<file path="src/icache_pkg.sv">
`default_nettype none

package icache_pkg;

	// Memory geometry
	localparam int ADDR_BITS        = 15;    // Word address width
	localparam int DATA_BITS        = 16;    // CPU word width
	localparam int CACHE_DEPTH_BITS = 8;     // 256 lines
	localparam int MEM_READ_LATENCY = 2;     // Grant to response, in cycles
	localparam int PORT_FIFO_DEPTH  = 2;     // Data port request buffer

	// Cache FSM encodings
	localparam logic [1:0] ST_INIT       = 2'd0;
	localparam logic [1:0] ST_INVALIDATE = 2'd1;
	localparam logic [1:0] ST_DONE       = 2'd2;
	localparam logic [1:0] ST_EXECUTE    = 2'd3;

	typedef logic [ADDR_BITS-1:0]        word_addr_t;
	typedef logic [DATA_BITS-1:0]        word_t;
	typedef logic [CACHE_DEPTH_BITS-1:0] line_idx_t;

	// Tag holds the full word address, so the index bits repeat in it
	typedef struct packed {
		word_addr_t tag;
		logic       invalid;  // Set means the line holds nothing
		word_t      data;
	} cache_line_fields_t;

	// All ones is an invalid line
	typedef union packed {
		logic [ADDR_BITS+DATA_BITS:0] raw;
		cache_line_fields_t           fields;
	} cache_line_u;

endpackage

`default_nettype wire
</file>
<file path="src/mem_bus_if.sv">
`default_nettype none

interface mem_bus_if;
	import icache_pkg::*;

	logic       req;        // Held until gnt
	logic       we;         // High for a write, low for a read
	word_addr_t addr;
	word_t      wdata;
	logic       gnt;        // Request taken this cycle
	logic       rsp_valid;  // Read data, two cycles after the grant
	word_addr_t rsp_addr;   // Address of the returning read
	word_t      rsp_data;

	modport client  (output req, we, addr, wdata,
	                 input  gnt, rsp_valid, rsp_addr, rsp_data);

	modport arbiter (input  req, we, addr, wdata,
	                 output gnt, rsp_valid, rsp_addr, rsp_data);

	modport memory  (input  req, we, addr, wdata,
	                 output gnt, rsp_valid, rsp_addr, rsp_data);

endinterface

`default_nettype wire

</file>
<file path="src/cpu_data_port.sv">
`default_nettype none

module cpu_data_port (
	input  logic                   CLK,
	input  logic                   RSTb,
	input  logic                   rd,
	input  logic                   wr,
	input  icache_pkg::word_addr_t addr,
	input  icache_pkg::word_t      wdata,
	output logic                   rsp_valid,
	output icache_pkg::word_t      rdata,
	mem_bus_if.client              bus
);
	import icache_pkg::*;

	localparam int PTR_BITS = $clog2(PORT_FIFO_DEPTH);
	localparam int CNT_BITS = $clog2(PORT_FIFO_DEPTH + 1);

	logic       fifo_we    [PORT_FIFO_DEPTH];
	word_addr_t fifo_addr  [PORT_FIFO_DEPTH];
	word_t      fifo_wdata [PORT_FIFO_DEPTH];
	logic [PTR_BITS-1:0] wr_ptr;
	logic [PTR_BITS-1:0] rd_ptr;
	logic [CNT_BITS-1:0] count;
	logic push;
	logic pop;

	assign push = rd || wr;          // CPU strobe, cannot be refused
	assign pop  = bus.req && bus.gnt;

	// Head entry goes out
	assign bus.req   = (count != '0);
	assign bus.we    = fifo_we[rd_ptr];
	assign bus.addr  = fifo_addr[rd_ptr];
	assign bus.wdata = fifo_wdata[rd_ptr];

	// Arbiter steers only our reads back, in order
	assign rsp_valid = bus.rsp_valid;
	assign rdata     = bus.rsp_data;

	always_ff @(posedge CLK) begin
		if (push) begin
			fifo_we[wr_ptr]    <= wr;
			fifo_addr[wr_ptr]  <= addr;
			fifo_wdata[wr_ptr] <= wdata;
		end
	end

	always_ff @(posedge CLK) begin
		if (!RSTb) begin
			wr_ptr <= '0;
			rd_ptr <= '0;
			count  <= '0;
		end else begin
			if (push)
				wr_ptr <= wr_ptr + 1'b1;
			if (pop)
				rd_ptr <= rd_ptr + 1'b1;
			count <= count + CNT_BITS'(push) - CNT_BITS'(pop);
		end
	end

	// A full buffer only takes a strobe while its head is granted
	assert property (@(posedge CLK) disable iff (!RSTb)
		push |-> ((count < CNT_BITS'(PORT_FIFO_DEPTH)) || pop));

	assert property (@(posedge CLK) disable iff (!RSTb) !(rd && wr));

endmodule

`default_nettype wire

</file>
<file path="src/flat_wrapper.sv">
// flat-port wrapper written by rule: the top's interface ports become plain ports
module cpu_data_port_flat import icache_pkg::*;
  (CLK, RSTb, rd, wr, addr, wdata, rsp_valid, rdata, bus_req, bus_we, bus_addr, bus_wdata, bus_gnt, bus_rsp_valid, bus_rsp_addr, bus_rsp_data);
  mem_bus_if bus_i ();
  input  logic CLK;
  input  logic RSTb;
  input  logic rd;
  input  logic wr;
  input  icache_pkg::word_addr_t addr;
  input  icache_pkg::word_t wdata;
  output logic rsp_valid;
  output icache_pkg::word_t rdata;
  output wire logic [$bits(bus_i.req)-1:0] bus_req;
  output wire logic [$bits(bus_i.we)-1:0] bus_we;
  output wire logic [$bits(bus_i.addr)-1:0] bus_addr;
  output wire logic [$bits(bus_i.wdata)-1:0] bus_wdata;
  input wire logic [$bits(bus_i.gnt)-1:0] bus_gnt;
  input wire logic [$bits(bus_i.rsp_valid)-1:0] bus_rsp_valid;
  input wire logic [$bits(bus_i.rsp_addr)-1:0] bus_rsp_addr;
  input wire logic [$bits(bus_i.rsp_data)-1:0] bus_rsp_data;
  assign bus_req = bus_i.req;
  assign bus_we = bus_i.we;
  assign bus_addr = bus_i.addr;
  assign bus_wdata = bus_i.wdata;
  assign bus_i.gnt = bus_gnt;
  assign bus_i.rsp_valid = bus_rsp_valid;
  assign bus_i.rsp_addr = bus_rsp_addr;
  assign bus_i.rsp_data = bus_rsp_data;
  cpu_data_port u_core (.CLK(CLK), .RSTb(RSTb), .rd(rd), .wr(wr), .addr(addr), .wdata(wdata), .rsp_valid(rsp_valid), .rdata(rdata), .bus(bus_i));
endmodule
</file>
<file path="config.mk">
export PLATFORM = sky130hd
export DESIGN_NAME = cpu_data_port_flat
export DESIGN_NICKNAME = d
export VERILOG_FILES = /design/src/icache_pkg.sv /design/src/mem_bus_if.sv /design/src/cpu_data_port.sv /design/src/flat_wrapper.sv
export SDC_FILE = /design/constraint.sdc
export NUM_CORES = 1
export LEC_CHECK = 0
export CAP_MARGIN = 10
export CORE_MARGIN = 2
export CORE_UTILIZATION = 25
export DETAILED_ROUTE_END_ITERATION = 8
export DONT_BUFFER_PORTS = 1
export RECOVER_POWER = 100
export SLEW_MARGIN = 20
export SYNTH_ARGS = -nofsm -noshare
export SYNTH_HDL_FRONTEND = slang
export SYNTH_SLANG_ARGS = --single-unit
</file>
<file path="constraint.sdc">
create_clock -name CLK -period 2.3 [get_ports CLK]
set_input_delay 0.23 -clock CLK [delete_from_list [all_inputs] [get_ports CLK]]
set_output_delay 0.23 -clock CLK [all_outputs]
set_load 0.02 [all_outputs]
</file>
==> impl_metrics.py, run 1 <==
metrics = {
    "worst_setup_path": {
        "rr_startpoint": "u_core.wr_ptr$_SDFFE_PN0N_",
        "criticalPathCategory": "flip-flop to flip-flop",
        "reg2reg_to": "u_core.fifo_wdata[0][2]$_DFFE_PP_",
        "rrSetupSlack_ps": 500,
        "path_cells": "nor2b_1 > clkbuf_2",
        "required_ps": 2250,
        "worstPathMaxFanout": 28,
        "path_buf_inv": 1,
        "start_kind": "flip-flop",
        "ff2ff_path_depth": 2,
        "cp_slowest_cell": "clkbuf_2",
        "crit_arrival_ps": 1740,
        "endpoint_kind": "flip-flop",
        "critical_path.top_delay_family": "buffers and inverters",
        "max_stage_delay_ps": 720,
    },
    "run": {
        "max_cap_violations": 0,
    },
    "final_layout": {
        "drive_gt1_share_pct": 13.5,
        "diodes": 0,
        "fin_cells": 311,
        "final_nets": 236,
        "syn2layout_area_growth_pct": 18.4,
        "design_area_um2": 3360,
        "nFillCells": 1105,
    },
    "clock_network": {
        "cts_resized": 0,
        "root_buffer": "clkbuf_16",
        "clockBufferDepth": 2,
        "cts_tree": "yes",
        "holdBufCountCts": 32,
        "htreeDepth": 3,
        "cts-buffers-inserted": 9,
        "insertion_delay_ps": 320,
        "clkTransAtPathRegs_ps": 50,
        "postCtsSetupBuffers": 0,
        "cts.sink_count": 69,
    },
    "sta": {
        "relSlewSlack_pct": 45.8,
        "fin_crit_sh_pct": 78.1,
        "finalCriticalPeriod_ps": 1800,
        "slew_violations": 0,
        "finalHoldViolCount": 0,
        "skew_ps": 5.90,
        "rsz0062_at_grt": "no",
        "worst_pin_slew_ps": 813,
        "setup_tns_ps": 0,
        "setup_viol": 0,
        "max_freq_mhz": 557,
    },
    "synth": {
        "syn-num-nets": 210,
        "yosysSeqAreaShare_pct": 71.3,
        "syn-instance-count": 140,
        "avgSynthCellArea_um2": 20.3,
        "synth-warning-count": 0,
        "syn_area_um2": 2840,
        "ys_types": 19,
        "ys_seq_elements": 69,
    },
    "placement": {
        "hpwl_um": 2930,
        "numPortBuffers": 0,
        "placed_area_um2": 2850,
        "gp_congestion": 0.623,
        "place_inst": 263,
    },
    "hold_path": {
        "hold_class": "input port to flip-flop",
        "min-delay-start": "RSTb",
        "whs_endpoint": "u_core.count[0]$_SDFF_PN0_",
        "worstHoldPathCells": 1,
    },
    "drt": {
        "postRouteAntennaNets": 0,
        "vias": 1230,
        "drtIter0Drc": 33,
        "vias_per_cell": 3.95,
        "drt_first_pass_iters": 3,
        "drc": 0,
        "routed_wl_um": 4590,
        "wl_per_cell_um": 14.8,
    },
    "global_route": {
        "grt_pass1_wl_um": 6980,
        "grt_pass1_vias": 1310,
        "overflow": 0,
        "antenna_found_initial": 0,
        "grt_use_total_pct": 7.87,
        "grt_max_degree": 29,
    },
    "pwr": {
        "power-per-cell-area_nw_per_um2": 1060,
        "p_sw_mw": 0.891,
        "pwr-share-comb_pct": 17.6,
        "clkPwrFrac_pct": 39.4,
        "finalPower_mw": 3.56,
        "p_leak_nw": 1.16,
        "ir_drop_v": 0.000434,
        "seq_power_share_pct": 43.0,
        "netSwitchingFraction_pct": 25.1,
        "p_int_mw": 2.67,
    },
    "die": {
        "start_util_pct": 25.9,
        "dieArea_um2": 12200,
        "rows": 38,
        "io_pins": 118,
        "die_h_um": 111,
        "die_w_um": 111,
        "core-area_um2": 10900,
    },
    "outcome": {
        "status": "finished, final reports clean",
    },
}
-- flip-flops by register name (all words and copies together) (netlist names), named ones only --
name,count
u_core.wr_ptr,1
u_core.fifo_wdata,32
u_core.fifo_addr,30
u_core.count,2
u_core.fifo_we,2
u_core.rd_ptr,1
-- through the flow --
step	setup slack (ps)	util, %	hold WS, ps
6_report	504	30.7	30.7
5_1_grt	332	30.7	32.3
4_1_cts	630	31.8	13.4
3_5_place_dp	867	26.1	329
3_3_place_gp	885	26.1	329
2_1_floorplan	79.7	-	329
-- worst max-delay path by stage --
stage	startpoint	endpoint	slack (ps)	depth (start not counted)
3_3_place_gp	u_core.wr_ptr$_SDFFE_PN0N_	u_core.fifo_wdata[1][10]$_DFFE_PP_	890	2
6_report	u_core.wr_ptr$_SDFFE_PN0N_	u_core.fifo_wdata[0][2]$_DFFE_PP_	500	2
2_1_floorplan	wr	u_core.fifo_addr[0][0]$_DFFE_PP_	80	2
4_1_cts	flip-flop	bus_addr[6]	630	2
5_1_grt	u_core.wr_ptr$_SDFFE_PN0N_	u_core.fifo_wdata[0][5]$_DFFE_PP_	330	2
3_5_place_dp	u_core.count[0]$_SDFF_PN0_	u_core.count[1]$_SDFF_PN0_	870	6
-- power groups by stage --
stage | Clock (mW) | Combinational [mW] | Sequential [mW]
floorplan | 0 | 0.738 | 1.55
global placement | 0 | 0.721 | 1.55
detailed placement | 0 | 0.725 | 1.56
CTS | 1.45 | 0.778 | 1.53
global route | 1.52 | 0.681 | 1.54
finish | 1.40 | 0.625 | 1.53
-- placed cells by master (no fill, tap or decap), types with 2 or more instances in the layout --
cell	count
bufinv_16	2
mux2i_1	2
dlygate4sd3_1	32
mux2_4	3
ha_1	2
or2_2	2
clkbuf_16	9
dfxtp_1	4
clkinv_1	2
nor2b_1	2
edfxtp_1	64
clkbuf_2	4
clkinv_2	2
o21a_1	2
inv_1	2
mux2_1	29
-- worst reg2reg max path: stages (launching register included) --
cell,delay [ps]
dfxtp_1,320
nor2b_1,370
clkbuf_2,720
-- metal layers --
layer / track usage, % / share of wire, %
met5: 0 / 0
met2: 12.3 / 48
met1: 8.05 / 42
met4: 6.08 / 3.4
met3: 3.90 / 6.9
-- area by class of cell --
| type | count | area [um2] | area share (%) |
|---|---|---|---|
| Clock buffer | 10 | 229 | 6.81 |
| Tap cell | 140 | 175 | 5.21 |
| Multi-Input combinational cell | 48 | 508 | 15.1 |
| Clock inverter | 6 | 77.6 | 2.31 |
| Sequential cell | 69 | 2020 | 60.2 |
| Timing Repair Buffer | 36 | 340 | 10.1 |
| Inverter | 2 | 7.51 | 0.223 |
-- cells in the mapped netlist, drive strengths merged --
cell type	number	area, um2
nor3	1	5.00
edfxtp	64	1920
nor3b	1	7.51
nand2b	1	6.26
ha	2	25.0
buf	21	199
mux2i	2	20.0
o21a	2	15.0
inv	2	7.51
nor2b	2	12.5
dfxtp	5	100
nand2	1	3.75
mux2	32	473
or2	2	12.5
and2	1	6.26
xnor3	1	22.5
-- logic make-up (layout without fill, tap and decap cells) --
kind of cell | after synthesis | in the layout | synth area share [%]
flops | 69 | 69 | 71.3
mux | 34 | 34 | 17.4
buf+inv | 23 | 54 | 7.28
simple gates | 9 | 9 | 1.90
fa+ha+maj | 2 | 2 | 0.882
compound gates | 2 | 2 | 0.529
xor+xnor | 1 | 1 | 0.794
(Power assumes the default switching activity.)
==> inputs of run 2 (changes only) <==
Clock period 2.3 ns to 1.48 ns, I/O delays scaled along.
==> impl_metrics.py, run 2 (synthesis results as in run 1) <==
metrics = {
    "worst_setup_path": {
        "worstPathMaxFanout": 12,
        "required_ps": 1330,
        "crit_arrival_ps": 1300,
        "endpoint_kind": "output pin",
        "path_cells": "buf_12 > mux2_4",
        "max_stage_delay_ps": 420,
        "cp_slowest_cell": "dfxtp_4",
        "start_kind": "flip-flop",
        "criticalPathCategory": "flip-flop to output pin",
    },
    "sta": {
        "setup_tns_ps": 0,
        "finalHoldViolCount": 0,
        "worst_slack_ps": 30.1,
        "rsz0062_at_grt": "yes",
        "slew_violations": 0,
        "relSlewSlack_pct": 66.5,
        "max_freq_mhz": 690,
        "setup_viol": 0,
        "worst_pin_slew_ps": 503,
        "whs_ps": 40.4,
        "skew_ps": 5.38,
        "fin_crit_sh_pct": 98.0,
        "finalCriticalPeriod_ps": 1450,
    },
    "pwr": {
        "finalPower_mw": 5.50,
        "power-per-cell-area_nw_per_um2": 1570,
        "p_leak_nw": 1.27,
        "ir_drop_v": 0.000417,
    },
    "die": {
        "dieArea_um2": 12200,
        "core-area_um2": 10900,
        "io_pins": 118,
        "rows": 38,
        "die_w_um": 111,
        "start_util_pct": 25.9,
        "die_h_um": 111,
    },
    "final_layout": {
        "diodes": 0,
        "final_util_pct": 32.1,
        "drive_gt1_share_pct": 32.2,
        "design_area_um2": 3510,
        "final_nets": 241,
        "top_regs": "u_core.fifo_wdata: 32 flops, u_core.fifo_addr: 30 flops",
        "largest_register_ff_count": 32,
        "top_register": "u_core.fifo_wdata",
        "final_cell_mix": "edfxtp_1 (64), dlygate4sd3_1 (33), mux2_4 (31)",
        "syn2layout_area_growth_pct": 23.6,
        "mostFrequentLayoutCell": "edfxtp_1",
        "fin_cells": 314,
    },
    "drt": {
        "vias": 1245,
        "vias_per_cell": 3.96,
        "drtIter0Drc": 43,
        "drc": 0,
        "postRouteAntennaNets": 0,
        "wl_per_cell_um": 15.2,
        "routed_wl_um": 4790,
        "drt_first_pass_iters": 3,
    },
    "placement": {
        "numPortBuffers": 0,
        "place_ws_ps": 94.3,
        "place_inst": 264,
        "placed_area_um2": 2900,
        "gp_congestion": 0.608,
    },
    "global_route": {
        "grt_pass1_vias": 1315,
        "grt_pass1_wl_um": 7250,
        "grt_max_degree": 33,
        "overflow": 0,
        "antenna_found_initial": 0,
        "grt_use_total_pct": 8.25,
    },
    "clock_network": {
        "insertion_delay_ps": 320,
        "cts.sink_count": 69,
        "clockBufferDepth": 2,
        "cts_tree": "yes",
        "root_buffer": "clkbuf_16",
        "cts-buffers-inserted": 9,
        "htreeDepth": 3,
        "clkTransAtPathRegs_ps": 50,
    },
    "hold_path": {
        "hold_class": "input port to flip-flop",
    },
    "outcome": {
        "status": "finished, final reports clean",
    },
    "run": {
        "max_cap_violations": 0,
    },
}
==> run 2: cell types whose count changed in the layout (fill, tap and decap cells not counted), sizes merged <==
cell | previous run | this run
buf | 0 | 6
bufinv | 2 | 0
clkbuf | 14 | 13
clkinv | 4 | 3
dlygate4sd3 | 32 | 33
==> run 2: repair_timing <==
action,in CTS,in global routing
gates resized for setup,3,2
hold endpoints to repair,69,0
pin swaps,0,1
hold buffers,33,0
gates cloned,1,0
setup buffers,1,1
endpoints found under the setup margin,28,14
==> run 2: layer usage <==
metal,global-route usage [%],share of wire (%),vias up,routed length [um]
met5,0,0,-,0
met2,13.2,50,50,2410
met3,3.35,7.3,24,349
met1,8.35,39,601,1850
li1,-,-,570,-
met4,7.00,3.7,0,177
==> run 2: worst max-delay path, delay by kind of cell (launching register included) <==
family	cells	cell delay, ps
buffers and inverters	1	190
flip-flops	1	420
multiplexers	1	360
==> run 2: path summary, 6_finish.rpt <==
check / to / cells after the start / slack, ps / start
setup reg to reg: u_core.count[1]$_SDFF_PN0_ / 6 / 100 / u_core.count[1]$_SDFF_PN0_
hold reg to reg: flip-flop / 2 / 470 / u_core.rd_ptr$_SDFFE_PN0P_
setup / recovery: bus_wdata[8] / 2 / 30 / flip-flop
hold / removal: u_core.wr_ptr$_SDFFE_PN0N_ / 2 / 40 / rd
==> run 2: layout make-up <==
type                            count  area, um2
Fill cell                        1093       7430
Sequential cell                    69       2030
Multi-Input combinational cell     48        621
Timing Repair Buffer               41        430
Clock buffer                       11        233
Tap cell                          140        175
Clock inverter                      3       15.0
Inverter                            2       7.51
==> run 2: where the power goes <==
group	total [mW]	internal (mW)	switching, mW
clock network	1.79	1.10	0.692
logic	1.29	0.636	0.654
registers	2.41	2.34	0.0778
