`src/icache_pkg.sv`:
```
`default_nettype none

package icache_pkg;

	// Memory geometry
	localparam int ADDR_BITS        = 15;    // Word address width
	localparam int DATA_BITS        = 16;    // CPU word width
	localparam int CACHE_DEPTH_BITS = 8;     // 256 lines
	localparam int MEM_READ_LATENCY = 2;     // Grant to response, in cycles
	localparam int PORT_FIFO_DEPTH  = 2;     // Data port request buffer

	// Cache FSM encodings
	localparam logic [1:0] ST_INIT       = 2'd0;
	localparam logic [1:0] ST_INVALIDATE = 2'd1;
	localparam logic [1:0] ST_DONE       = 2'd2;
	localparam logic [1:0] ST_EXECUTE    = 2'd3;

	typedef logic [ADDR_BITS-1:0]        word_addr_t;
	typedef logic [DATA_BITS-1:0]        word_t;
	typedef logic [CACHE_DEPTH_BITS-1:0] line_idx_t;

	// Tag holds the full word address, so the index bits repeat in it
	typedef struct packed {
		word_addr_t tag;
		logic       invalid;  // Set means the line holds nothing
		word_t      data;
	} cache_line_fields_t;

	// All ones is an invalid line
	typedef union packed {
		logic [ADDR_BITS+DATA_BITS:0] raw;
		cache_line_fields_t           fields;
	} cache_line_u;

endpackage

`default_nettype wire
```
`src/mem_bus_if.sv`:
```
`default_nettype none

interface mem_bus_if;
	import icache_pkg::*;

	logic       req;        // Held until gnt
	logic       we;         // High for a write, low for a read
	word_addr_t addr;
	word_t      wdata;
	logic       gnt;        // Request taken this cycle
	logic       rsp_valid;  // Read data, two cycles after the grant
	word_addr_t rsp_addr;   // Address of the returning read
	word_t      rsp_data;

	modport client  (output req, we, addr, wdata,
	                 input  gnt, rsp_valid, rsp_addr, rsp_data);

	modport arbiter (input  req, we, addr, wdata,
	                 output gnt, rsp_valid, rsp_addr, rsp_data);

	modport memory  (input  req, we, addr, wdata,
	                 output gnt, rsp_valid, rsp_addr, rsp_data);

endinterface

`default_nettype wire

```
`src/mem_arbiter.sv`:
```
`default_nettype none

module mem_arbiter (
	input  logic       CLK,
	input  logic       RSTb,
	mem_bus_if.arbiter icache_bus,
	mem_bus_if.arbiter dport_bus,
	mem_bus_if.client  mem_bus
);
	import icache_pkg::*;

	logic                        last_dport;  // Data port won last time
	logic                        pick_dport;
	logic [MEM_READ_LATENCY-1:0] owner_dport; // Owner of each read in flight
	logic                        rsp_dport;

	// Round robin, data port wins unless it won last and the cache waits
	assign pick_dport = dport_bus.req && (!icache_bus.req || !last_dport);

	assign mem_bus.req   = icache_bus.req || dport_bus.req;
	assign mem_bus.we    = pick_dport ? dport_bus.we    : icache_bus.we;
	assign mem_bus.addr  = pick_dport ? dport_bus.addr  : icache_bus.addr;
	assign mem_bus.wdata = pick_dport ? dport_bus.wdata : icache_bus.wdata;

	assign icache_bus.gnt = mem_bus.gnt && icache_bus.req && !pick_dport;
	assign dport_bus.gnt  = mem_bus.gnt && pick_dport;

	// Response steering
	assign rsp_dport            = owner_dport[MEM_READ_LATENCY-1];
	assign icache_bus.rsp_valid = mem_bus.rsp_valid && !rsp_dport;
	assign dport_bus.rsp_valid  = mem_bus.rsp_valid && rsp_dport;
	assign icache_bus.rsp_addr  = mem_bus.rsp_addr;
	assign dport_bus.rsp_addr   = mem_bus.rsp_addr;
	assign icache_bus.rsp_data  = mem_bus.rsp_data;
	assign dport_bus.rsp_data   = mem_bus.rsp_data;

	always_ff @(posedge CLK) begin
		if (!RSTb) begin
			last_dport  <= 1'b0;
			owner_dport <= '0;
		end else begin
			if (mem_bus.req && mem_bus.gnt)
				last_dport <= pick_dport;
			// Shifts every cycle, lines up with the memory pipeline
			owner_dport <= {owner_dport[MEM_READ_LATENCY-2:0], pick_dport};
		end
	end

	// One winner, and only when the memory takes the request
	assert property (@(posedge CLK) disable iff (!RSTb)
		(icache_bus.gnt || dport_bus.gnt) |-> (mem_bus.gnt && !(icache_bus.gnt && dport_bus.gnt)));

	// Every granted read comes back to exactly one client
	assert property (@(posedge CLK) disable iff (!RSTb)
		(mem_bus.req && mem_bus.gnt && !mem_bus.we) |->
			##MEM_READ_LATENCY (icache_bus.rsp_valid ^ dport_bus.rsp_valid));

endmodule

`default_nettype wire

```
`src/flat_wrapper.sv`:
```
// flat-port wrapper written by rule: the top's interface ports become plain ports
module mem_arbiter_flat import icache_pkg::*;
  (CLK, RSTb, icache_bus_req, icache_bus_we, icache_bus_addr, icache_bus_wdata, icache_bus_gnt, icache_bus_rsp_valid, icache_bus_rsp_addr, icache_bus_rsp_data, dport_bus_req, dport_bus_we, dport_bus_addr, dport_bus_wdata, dport_bus_gnt, dport_bus_rsp_valid, dport_bus_rsp_addr, dport_bus_rsp_data, mem_bus_req, mem_bus_we, mem_bus_addr, mem_bus_wdata, mem_bus_gnt, mem_bus_rsp_valid, mem_bus_rsp_addr, mem_bus_rsp_data);
  mem_bus_if icache_bus_i ();
  mem_bus_if dport_bus_i ();
  mem_bus_if mem_bus_i ();
  input  logic CLK;
  input  logic RSTb;
  input wire logic [$bits(icache_bus_i.req)-1:0] icache_bus_req;
  input wire logic [$bits(icache_bus_i.we)-1:0] icache_bus_we;
  input wire logic [$bits(icache_bus_i.addr)-1:0] icache_bus_addr;
  input wire logic [$bits(icache_bus_i.wdata)-1:0] icache_bus_wdata;
  output wire logic [$bits(icache_bus_i.gnt)-1:0] icache_bus_gnt;
  output wire logic [$bits(icache_bus_i.rsp_valid)-1:0] icache_bus_rsp_valid;
  output wire logic [$bits(icache_bus_i.rsp_addr)-1:0] icache_bus_rsp_addr;
  output wire logic [$bits(icache_bus_i.rsp_data)-1:0] icache_bus_rsp_data;
  input wire logic [$bits(dport_bus_i.req)-1:0] dport_bus_req;
  input wire logic [$bits(dport_bus_i.we)-1:0] dport_bus_we;
  input wire logic [$bits(dport_bus_i.addr)-1:0] dport_bus_addr;
  input wire logic [$bits(dport_bus_i.wdata)-1:0] dport_bus_wdata;
  output wire logic [$bits(dport_bus_i.gnt)-1:0] dport_bus_gnt;
  output wire logic [$bits(dport_bus_i.rsp_valid)-1:0] dport_bus_rsp_valid;
  output wire logic [$bits(dport_bus_i.rsp_addr)-1:0] dport_bus_rsp_addr;
  output wire logic [$bits(dport_bus_i.rsp_data)-1:0] dport_bus_rsp_data;
  output wire logic [$bits(mem_bus_i.req)-1:0] mem_bus_req;
  output wire logic [$bits(mem_bus_i.we)-1:0] mem_bus_we;
  output wire logic [$bits(mem_bus_i.addr)-1:0] mem_bus_addr;
  output wire logic [$bits(mem_bus_i.wdata)-1:0] mem_bus_wdata;
  input wire logic [$bits(mem_bus_i.gnt)-1:0] mem_bus_gnt;
  input wire logic [$bits(mem_bus_i.rsp_valid)-1:0] mem_bus_rsp_valid;
  input wire logic [$bits(mem_bus_i.rsp_addr)-1:0] mem_bus_rsp_addr;
  input wire logic [$bits(mem_bus_i.rsp_data)-1:0] mem_bus_rsp_data;
  assign icache_bus_i.req = icache_bus_req;
  assign icache_bus_i.we = icache_bus_we;
  assign icache_bus_i.addr = icache_bus_addr;
  assign icache_bus_i.wdata = icache_bus_wdata;
  assign icache_bus_gnt = icache_bus_i.gnt;
  assign icache_bus_rsp_valid = icache_bus_i.rsp_valid;
  assign icache_bus_rsp_addr = icache_bus_i.rsp_addr;
  assign icache_bus_rsp_data = icache_bus_i.rsp_data;
  assign dport_bus_i.req = dport_bus_req;
  assign dport_bus_i.we = dport_bus_we;
  assign dport_bus_i.addr = dport_bus_addr;
  assign dport_bus_i.wdata = dport_bus_wdata;
  assign dport_bus_gnt = dport_bus_i.gnt;
  assign dport_bus_rsp_valid = dport_bus_i.rsp_valid;
  assign dport_bus_rsp_addr = dport_bus_i.rsp_addr;
  assign dport_bus_rsp_data = dport_bus_i.rsp_data;
  assign mem_bus_req = mem_bus_i.req;
  assign mem_bus_we = mem_bus_i.we;
  assign mem_bus_addr = mem_bus_i.addr;
  assign mem_bus_wdata = mem_bus_i.wdata;
  assign mem_bus_i.gnt = mem_bus_gnt;
  assign mem_bus_i.rsp_valid = mem_bus_rsp_valid;
  assign mem_bus_i.rsp_addr = mem_bus_rsp_addr;
  assign mem_bus_i.rsp_data = mem_bus_rsp_data;
  mem_arbiter u_core (.CLK(CLK), .RSTb(RSTb), .icache_bus(icache_bus_i), .dport_bus(dport_bus_i), .mem_bus(mem_bus_i));
endmodule
```
`config.mk`:
```
export PLATFORM = sky130hd
export DESIGN_NAME = mem_arbiter_flat
export DESIGN_NICKNAME = d
export VERILOG_FILES = /design/src/icache_pkg.sv /design/src/mem_bus_if.sv /design/src/mem_arbiter.sv /design/src/flat_wrapper.sv
export SDC_FILE = /design/constraint.sdc
export NUM_CORES = 1
export LEC_CHECK = 0
export ABC_CLOCK_PERIOD_IN_PS = 1800
export BUFFER_PORTS_ARGS = -buffer_cell sky130_fd_sc_hd__buf_2
export CAP_MARGIN = 0
export CORE_AREA = 5 5 74 76
export CTS_BUF_LIST = sky130_fd_sc_hd__clkbuf_8
export DETAILED_ROUTE_END_ITERATION = 10
export DIE_AREA = 0 0 79 81
export HOLD_SLACK_MARGIN = 0.05
export PLACE_DENSITY = 0.71
export SLEW_MARGIN = 40
export SYNTH_ARGS = -nofsm -noshare
export SYNTH_HDL_FRONTEND = slang
export SYNTH_SLANG_ARGS = --single-unit
export TNS_END_PERCENT = 20
```
`constraint.sdc`:
```
create_clock -name CLK -period 1.8 [get_ports CLK]
set_input_delay 0.18 -clock CLK [delete_from_list [all_inputs] [get_ports CLK]]
set_output_delay 0.18 -clock CLK [all_outputs]
set_load 0.02 [all_outputs]
```
==> results of run 1 <==
## cell usage in the layout (no fill, tap or decap)
cell type  netlist  layout
nand2_1          1       1
mux2_2          30      30
inv_1            1       2
a21boi_0         1       1
or2_2            1       1
buf_2            0     106
and3b_1          1       1
a21oi_1          1       1
nor2b_1          1       1
a21boi_4         1       1
buf_12           0       1
dfxtp_1          3       3
mux2_1           2       2
and2_1           4       4
clkbuf_8         0       3
o21a_1           1       1
## cells in the mapped netlist
master / number
and2_1: 4
nand2_1: 1
a21oi_1: 1
buf_6: 3
buf_4: 62
dfxtp_1: 3
o21a_1: 1
mux2_1: 2
nor2b_1: 1
mux2_2: 30
inv_1: 1
a21boi_0: 1
or2_2: 1
and3b_1: 1
a21boi_4: 1
## logic make-up after synthesis
kind of cell	after synthesis	synth area share
buffers and inverters	66	0.497
and+or+nand+nor	8	0.0494
DFF	3	0.0593
muxes	32	0.356
AOI/OAI and AO/OA	4	0.0383
## sequential cells by signal (all words and copies together) (netlist names)
| signal | count |
|---|---|
| u_core.last_dport | 1 |
| u_core.owner_dport | 2 |
## final cells by class
cell class	instances	area share
Timing Repair Buffer	107	0.468
Multi-Input combinational cell	44	0.382
Tap cell	54	0.0574
Sequential cell	3	0.0511
Clock buffer	3	0.0351
Clock inverter	1	0.00319
Inverter	1	0.00319
## where the power goes
part / switching (µW) / total, µW / internal (µW)
clock network: 45.1 / 190 / 145
logic: 168 / 334 / 166
registers: 2.45 / 73.2 / 70.7
## layer usage
layer	part of all wire	GRT usage	vias up
li1	-	-	401
met1	0.28	0.0693	375
met2	0.53	0.141	67
met3	0.13	0.0233	34
met4	0.056	0.0687	0
met5	0	0	-
## worst max path at each step
| stage | endpoint | depth (start not counted) | slack [ns] |
|---|---|---|---|
| after floorplan | mem_bus_addr[12] | 3 | 0.48 |
| after global placement | mem_bus_we | 5 | 0.29 |
| after detailed placement | mem_bus_we | 4 | 0.27 |
| after CTS | mem_bus_we | 4 | 0.04 |
| after global routing | mem_bus_wdata[7] | 4 | 0.003 |
| final | mem_bus_we | 4 | 0.07 |
## worst max-delay path: stages (launching register included)
cell	delay (ns)
dfxtp_1	0.34
a21boi_4	0.23
buf_12	0.23
mux2_2	0.35
buf_2	0.17
## metrics by stage
stage / cell area (µm²) / utilization
after floorplan: 1010 / -
after global placement: 1130 / 0.243
after detailed placement: 1130 / 0.243
after CTS: 1180 / 0.252
after global routing: 1180 / 0.252
final: 1180 / 0.252
==> results.sh, run 1 <==
export IMPL_synthToLayoutAreaGrowth_pct=16.2
export IMPL_place_gp_congestion=0.685
export IMPL_maxCapViolCount=0
export IMPL_finalSetupTns_ns=0
export IMPL_dp_cells=209
export IMPL_vdd_ir_drop_worst_v=0.000168
export IMPL_holdWs_ns=0.200
export IMPL_fin_skew_ns=0.00129
export IMPL_rsz0062_at_grt="false"
export IMPL_start_util=0.217
export IMPL_cp_max_fo=31
export IMPL_yosys_top_cells_area="buf_4 46%, mux2_2 33%, dfxtp_1 5.9%"
export IMPL_dp_slack_ns=0.275
export IMPL_power_uw=597
export IMPL_clk_latency_ns=0.22
export IMPL_hp_class="input port to flop"
export IMPL_antennaDiodeCount=0
export IMPL_antenna_found_initial=0
export IMPL_synth_cells=113
export IMPL_grt_ovfl_total=0
export IMPL_yosysTopAreaCell="buf_4"
export IMPL_relSlewSlack=0.854
export IMPL_cts_tree="yes"
export IMPL_dp_hpwl_um=2450
export IMPL_syn_avg_cell_area_um2=8.96
export IMPL_clock_sinks=3
export IMPL_track_usage=0.0775
export IMPL_reg2reg_slack_ns=0.80
export IMPL_hold_buffers=0
export IMPL_start_kind="flop"
export IMPL_finalNonFillerCells=213
export IMPL_cts_resized=0
export IMPL_grt_pass1_vias=940
export IMPL_grt_pass1_wl_um=4010
export IMPL_rr_worst_depth=3
export IMPL_finalCriticalPeriod_ns=1.73
export IMPL_setup_violations=0
export IMPL_rr_startpoint="u_core.last_dport"
export IMPL_clk_pin_slew_ns=0.03
export IMPL_r2r_end="u_core.owner_dport[0]"
export IMPL_yosysSeqAreaShare=0.0593
export IMPL_viasPerCell=4.12
export IMPL_drive_gt1_frac=0.893
export IMPL_cts_buffers=3
export IMPL_grt_max_degree=32
export IMPL_nets=261
export IMPL_critical_path_startpoint="u_core.last_dport"
export IMPL_whs_path_depth=2
export IMPL_hold_path_startpoint="RSTb"
export IMPL_final_fill_count=483
export IMPL_powerDensity_nw_per_um2=508
export IMPL_io_pins=200
export IMPL_yosysWarnings=0
export IMPL_core_um2=4660
export IMPL_wl_um=2780
export IMPL_multi_input_area_um2=449
export IMPL_dieArea_um2=6400
export IMPL_drtPass1Iterations=2
export IMPL_fmax_mhz=580
export IMPL_min_to="u_core.last_dport"
export IMPL_synth_seq_cells=3
export IMPL_drc_errors=0
export IMPL_post_cts_buffers=0
export IMPL_syn_cell_area_um2=1010
export IMPL_worst_pin_slew_ns=0.218
export IMPL_io_buffers=106
export IMPL_first_iter_violations=10
export IMPL_vias=877
export IMPL_cts_max_level=1
export IMPL_cts_root_buffer="clkbuf_8"
export IMPL_hold_violations=0
export IMPL_p_leak_uw=0.000646
export IMPL_path_class="flop to output pin"
export IMPL_wire_per_inst_um=13.1
export IMPL_dieWidth_um=79
export IMPL_synth_nets=214
export IMPL_seq_area_um2=60.1
export IMPL_rows=25
export IMPL_slew_violations=0
export IMPL_period_share=0.959
export IMPL_cp_arrival_ns=1.55
export IMPL_clockBufferDepth=2
export IMPL_end_kind="output pin"
export IMPL_finalWorstSetupSlack_ns=0.0744
export IMPL_ys_types=15
export IMPL_required_ns=1.62
export IMPL_die_y_um=81
export IMPL_post_synth_top_area_fraction=0.460
export IMPL_outcome="complete, no violations"
export IMPL_ant_nets=0
Power figures use the tool's default switching activity.
==> run 2: changes to the inputs <==
==> constraint.sdc (replaced) <==
create_clock -name CLK -period 1.8 [get_ports CLK]
set_input_delay 0.36 -clock CLK [delete_from_list [all_inputs] [get_ports CLK]]
set_output_delay 0.36 -clock CLK [all_outputs]
set_load 0.02 [all_outputs]
==> run 2 against run 1 <==
  * Hold slack gained 0.19 ns
  * Largest cell class unchanged
  * Core utilization grew 0.46 points
  * The run now ends with negative setup slack left
  * Largest power group unchanged
  * Setup slack lost 0.082 ns
  * Cell area grew 1.8%
  * Global-route usage shrank 0.25 points
==> results.sh, run 2 (synthesis gave the netlist of run 1 again) <==
export IMPL_outcome="finished, violations left"
export IMPL_violations="negative setup slack"
export IMPL_cts_tree="yes"
export IMPL_dp_cells=210
export IMPL_dp_hpwl_um=2420
export IMPL_relSlewSlack=0.899
export IMPL_place_gp_congestion=0.660
export IMPL_die_y_um=81
export IMPL_fin_skew_ns=0.00176
export IMPL_clk_latency_ns=0.21
export IMPL_grt_pass1_wl_um=4000
export IMPL_rsz0062_at_grt="true"
export IMPL_worst_pin_slew_ns=0.151
export IMPL_viasPerCell=4.18
export IMPL_antenna_found_initial=0
export IMPL_drtPass1Iterations=4
export IMPL_cts_root_buffer="clkbuf_8"
export IMPL_dieWidth_um=79
export IMPL_largest_reg_flops=2
export IMPL_fmax_mhz=553
export IMPL_rows=25
export IMPL_drive_gt1_frac=0.900
export IMPL_synthToLayoutAreaGrowth_pct=18.3
export IMPL_top_regs="u_core.owner_dport (2), u_core.last_dport (1)"
export IMPL_finalCriticalPeriod_ns=1.81
export IMPL_drc_errors=0
export IMPL_setup_violations=7
export IMPL_layout_commonest_cell="buf_2"
export IMPL_io_pins=200
export IMPL_track_usage=0.0750
export IMPL_maxCapViolCount=0
export IMPL_nets=262
export IMPL_reg2reg_slack_ns=0.90
export IMPL_power_uw=600
export IMPL_regMostFlops="u_core.owner_dport"
export IMPL_path_class="flop to output pin"
export IMPL_cp_max_fo=31
export IMPL_antennaDiodeCount=0
export IMPL_wire_per_inst_um=12.7
export IMPL_vdd_ir_drop_worst_v=0.000162
export IMPL_period_share=1.00
export IMPL_grt_max_degree=32
export IMPL_required_ns=1.44
export IMPL_first_iter_violations=10
export IMPL_p_leak_uw=0.000656
export IMPL_powerDensity_nw_per_um2=501
export IMPL_start_kind="flop"
export IMPL_cp_arrival_ns=1.45
export IMPL_cts_buffers=3
export IMPL_clock_sinks=3
export IMPL_finalWorstSetupSlack_ns=-0.00734
export IMPL_slew_violations=0
export IMPL_holdWs_ns=0.385
export IMPL_grt_pass1_vias=966
export IMPL_final_cell_mix="101 x buf_2, 30 x mux2_2, 6 x buf_4"
export IMPL_r2r_end="u_core.owner_dport[0]"
export IMPL_end_kind="output pin"
export IMPL_wl_um=2720
export IMPL_rr_startpoint="u_core.last_dport"
export IMPL_critical_path_startpoint="u_core.last_dport"
export IMPL_rr_worst_depth=3
export IMPL_io_buffers=106
export IMPL_endpoint="mem_bus_we"
export IMPL_finalNonFillerCells=214
export IMPL_vias=894
export IMPL_hp_class="input port to flop"
export IMPL_grt_ovfl_total=0
export IMPL_clockBufferDepth=2
export IMPL_clk_pin_slew_ns=0.03
export IMPL_hold_buffers=0
export IMPL_cts_max_level=1
export IMPL_dieArea_um2=6400
export IMPL_hold_violations=0
export IMPL_ant_nets=0
export IMPL_core_um2=4660
export IMPL_start_util=0.217
-- run 2: changes by cell type in the layout (fill, tap and decap cells not counted) --
cell and delta:
dfxtp_1 -1, buf_4 +6, buf_2 -5, dfxtp_2 +1
-- run 2: how the worst min path moves through the flow --
stage | slack (ns) | from | cells after the start | end
after floorplan | 0.41 | u_core.owner_dport[0] | 1 | u_core.owner_dport[1]
after global placement | 0.41 | u_core.owner_dport[0] | 1 | u_core.owner_dport[1]
after detailed placement | 0.42 | u_core.owner_dport[0] | 1 | u_core.owner_dport[1]
after CTS | 0.38 | RSTb | 2 | u_core.last_dport
after global routing | 0.38 | RSTb | 2 | u_core.last_dport
final | 0.39 | RSTb | 2 | u_core.last_dport
-- run 2: worst max-delay path, stage by stage, from the launching register on --
cell and delay (ns):
dfxtp_2 0.33, a21boi_4 0.17, buf_12 0.20, mux2_2 0.36, buf_4 0.16
-- run 2: power breakdown --
part,total [µW],internal (µW),switching (µW)
sequential,73.8,71.1,2.66
combinational,341,174,168
clock,185,145,40.3
-- run 2: per-stage QoR --
step           setup TNS, ns  utilization  cell area [µm²]  setup WS [ns]
2_1_floorplan              0            -             1010          0.247
3_3_place_gp               0        0.244             1140         0.0229
3_5_place_dp               0        0.244             1140        0.00578
4_1_cts               -0.382        0.255             1190        -0.0302
5_1_grt                -1.32        0.257             1200        -0.0589
6_report             -0.0296        0.257             1200       -0.00734
-- run 2: routing by layer --
| layer | wire, µm | GRT usage |
|---|---|---|
| met1 | 746 | 0.0673 |
| met2 | 1460 | 0.139 |
| met5 | 0 | 0 |
| met3 | 394 | 0.0244 |
| met4 | 123 | 0.0584 |
-- run 2: cell type report --
type / instances / area [µm²]
multi-input cells: 44 / 449
repair buffers: 108 / 571
flip-flops and latches: 3 / 61.3
fillers: 496 / 3460
well taps: 54 / 67.6
clock inverters: 1 / 3.75
clock buffers: 3 / 41.3
inverters: 1 / 3.75
-- run 2: repair_timing --
item / 4_1_cts / 5_1_grt
setup buffers: 0 / 0
hold endpoints to repair: 0 / 0
resized for setup: 3 / 3
endpoints found under the setup margin: 29 / 29
==> run 3: changes to the inputs <==
--- a/config.mk
+++ b/config.mk
@@ -14,6 +14,7 @@
 export DIE_AREA = 0 0 79 81
 export HOLD_SLACK_MARGIN = 0.05
 export PLACE_DENSITY = 0.71
+export REMOVE_ABC_BUFFERS = 1
 export SLEW_MARGIN = 40
 export SYNTH_ARGS = -nofsm -noshare
 export SYNTH_HDL_FRONTEND = slang
==> run 3 against run 2 <==
  * Global-route usage is 12 points higher
  * First-iteration DRC count grew 110%
  * Setup slack got worse by 0.019 ns
  * The run still ends with negative setup slack left
  * Hold slack got worse by 0.014 ns
  * Via count up 9.3%
  * Sequential share of layout area fell by 0.37 points
  * Die area is the same
  * Flip-flop and latch count unchanged
  * Clock skew is 0.0033 ns higher
  * Clock-buffer cell count stayed put
==> results.sh, run 3 (synthesis gave the netlist of run 1 again) <==
export IMPL_outcome="finished, violations left"
export IMPL_violations="negative setup slack"
export IMPL_drive_gt1_frac=0.907
export IMPL_dieArea_um2=6400
export IMPL_final_fill_count=514
export IMPL_drtPass1Iterations=3
export IMPL_first_iter_violations=21
export IMPL_rr_worst_depth=3
export IMPL_track_usage=0.198
export IMPL_fin_skew_ns=0.00509
export IMPL_p_leak_uw=0.000719
export IMPL_power_uw=665
export IMPL_holdWs_ns=0.371
export IMPL_rsz0062_at_grt="true"
export IMPL_regMostFlops="u_core.owner_dport"
export IMPL_grt_pass1_vias=1029
export IMPL_path_class="flop to output pin"
export IMPL_top_regs="u_core.owner_dport (2), u_core.last_dport (1)"
export IMPL_required_ns=1.44
export IMPL_hold_path_startpoint="RSTb"
export IMPL_io_pins=200
export IMPL_hold_violations=0
export IMPL_cts_buffers=3
export IMPL_worst_pin_slew_ns=0.177
export IMPL_antenna_found_initial=1
export IMPL_final_cell_mix="95 x buf_2, 21 x mux2_2, 10 x mux2_4"
export IMPL_finalNonFillerCells=215
export IMPL_cp_max_fo=20
export IMPL_start_kind="flop"
export IMPL_nets=263
export IMPL_setup_violations=17
export IMPL_finalCriticalPeriod_ns=1.83
export IMPL_reg2reg_slack_ns=0.87
export IMPL_whs_path_depth=2
export IMPL_post_cts_buffers=0
export IMPL_largest_reg_flops=2
export IMPL_cp_arrival_ns=1.47
export IMPL_rows=25
export IMPL_grt_pass1_wl_um=8270
export IMPL_io_buffers=106
export IMPL_r2r_end="u_core.owner_dport[0]"
export IMPL_core_um2=4660
export IMPL_dp_cells=211
export IMPL_wl_um=7010
export IMPL_cts_root_buffer="clkbuf_8"
export IMPL_finalWorstSetupSlack_ns=-0.0268
export IMPL_clockBufferDepth=2
export IMPL_die_y_um=81
export IMPL_clock_sinks=3
export IMPL_antennaDiodeCount=0
export IMPL_cts_tree="yes"
export IMPL_slew_violations=0
export IMPL_period_share=1.01
export IMPL_cts_max_level=1
export IMPL_powerDensity_nw_per_um2=515
export IMPL_clk_latency_ns=0.22
export IMPL_layout_commonest_cell="buf_2"
export IMPL_hp_class="input port to flop"
export IMPL_dieWidth_um=79
export IMPL_fin_util=0.277
export IMPL_grt_ovfl_total=0
export IMPL_end_kind="output pin"
export IMPL_min_to="u_core.last_dport"
export IMPL_ant_nets=0
export IMPL_relSlewSlack=0.882
export IMPL_grt_max_degree=21
export IMPL_drc_errors=0
export IMPL_place_gp_congestion=0.762
export IMPL_fmax_mhz=547
export IMPL_start_util=0.217
export IMPL_synthToLayoutAreaGrowth_pct=27.6
export IMPL_vias=977
export IMPL_vdd_ir_drop_worst_v=0.000265
export IMPL_rr_startpoint="u_core.last_dport"
export IMPL_clk_pin_slew_ns=0.03
export IMPL_maxCapViolCount=0
export IMPL_wire_per_inst_um=32.6
export IMPL_viasPerCell=4.54
export IMPL_dp_hpwl_um=6390
[run 3: critical path, cell delays in order (launching register included)]
cell,delay [ns]
dfxtp_2,0.33
a21boi_4,0.19
buf_12,0.20
mux2_1,0.34
buf_2,0.17
[run 3: final cells by class]
type / count / area [µm²] / share of cell area
timing repair buffer: 109 / 627 / 0.485
inverter: 1 / 3.75 / 0.00291
multi-input combinational: 44 / 487 / 0.377
clock inverter: 1 / 3.75 / 0.00291
tap: 54 / 67.6 / 0.0523
clock buffer: 3 / 41.3 / 0.0320
sequential: 3 / 61.3 / 0.0475
[run 3: where the power goes]
group	internal, µW	switching [µW]
Combinational	205	188
Clock	146	51.4
Sequential	71.1	3.05
Total	422	243
[run 3: worst max path at each step]
| stage | startpoint | endpoint | slack, ns | cells after the start |
|---|---|---|---|---|
| after floorplan | dport_bus_req | mem_bus_addr[12] | -0.02 | 2 |
| after global placement | icache_bus_req | mem_bus_addr[9] | 0.04 | 5 |
| after detailed placement | icache_bus_req | mem_bus_wdata[6] | 0.02 | 5 |
| after CTS | u_core.last_dport | mem_bus_wdata[6] | -0.04 | 4 |
| after global routing | u_core.last_dport | mem_bus_addr[2] | -0.07 | 4 |
| final | u_core.last_dport | mem_bus_addr[12] | -0.03 | 4 |
[run 3: metrics by stage]
stage / setup slack [ns] / TNS (ns) / instance area [µm²]
floorplan: -0.0243 / -0.618 / 513
global placement: 0.0378 / 0 / 1150
detailed placement: 0.0215 / 0 / 1150
CTS: -0.0358 / -0.484 / 1200
global route: -0.0693 / -1.35 / 1290
finish: -0.0268 / -0.255 / 1290
[run 3: repair_timing]
action | 4_1_cts | 5_1_grt
resized for setup | 5 | 26
hold buffers | 0 | 0
hold endpoints to repair | 0 | 0
endpoints found under the setup margin | 32 | 32
[run 3: routing by layer]
metal / up-vias / share of wire / GRT usage
li1: 407 / - / -
met1: 406 / 0.33 / 0.192
met2: 147 / 0.43 / 0.301
met3: 13 / 0.20 / 0.166
met4: 4 / 0.034 / 0.0808
met5: - / 0.0060 / 0.0667
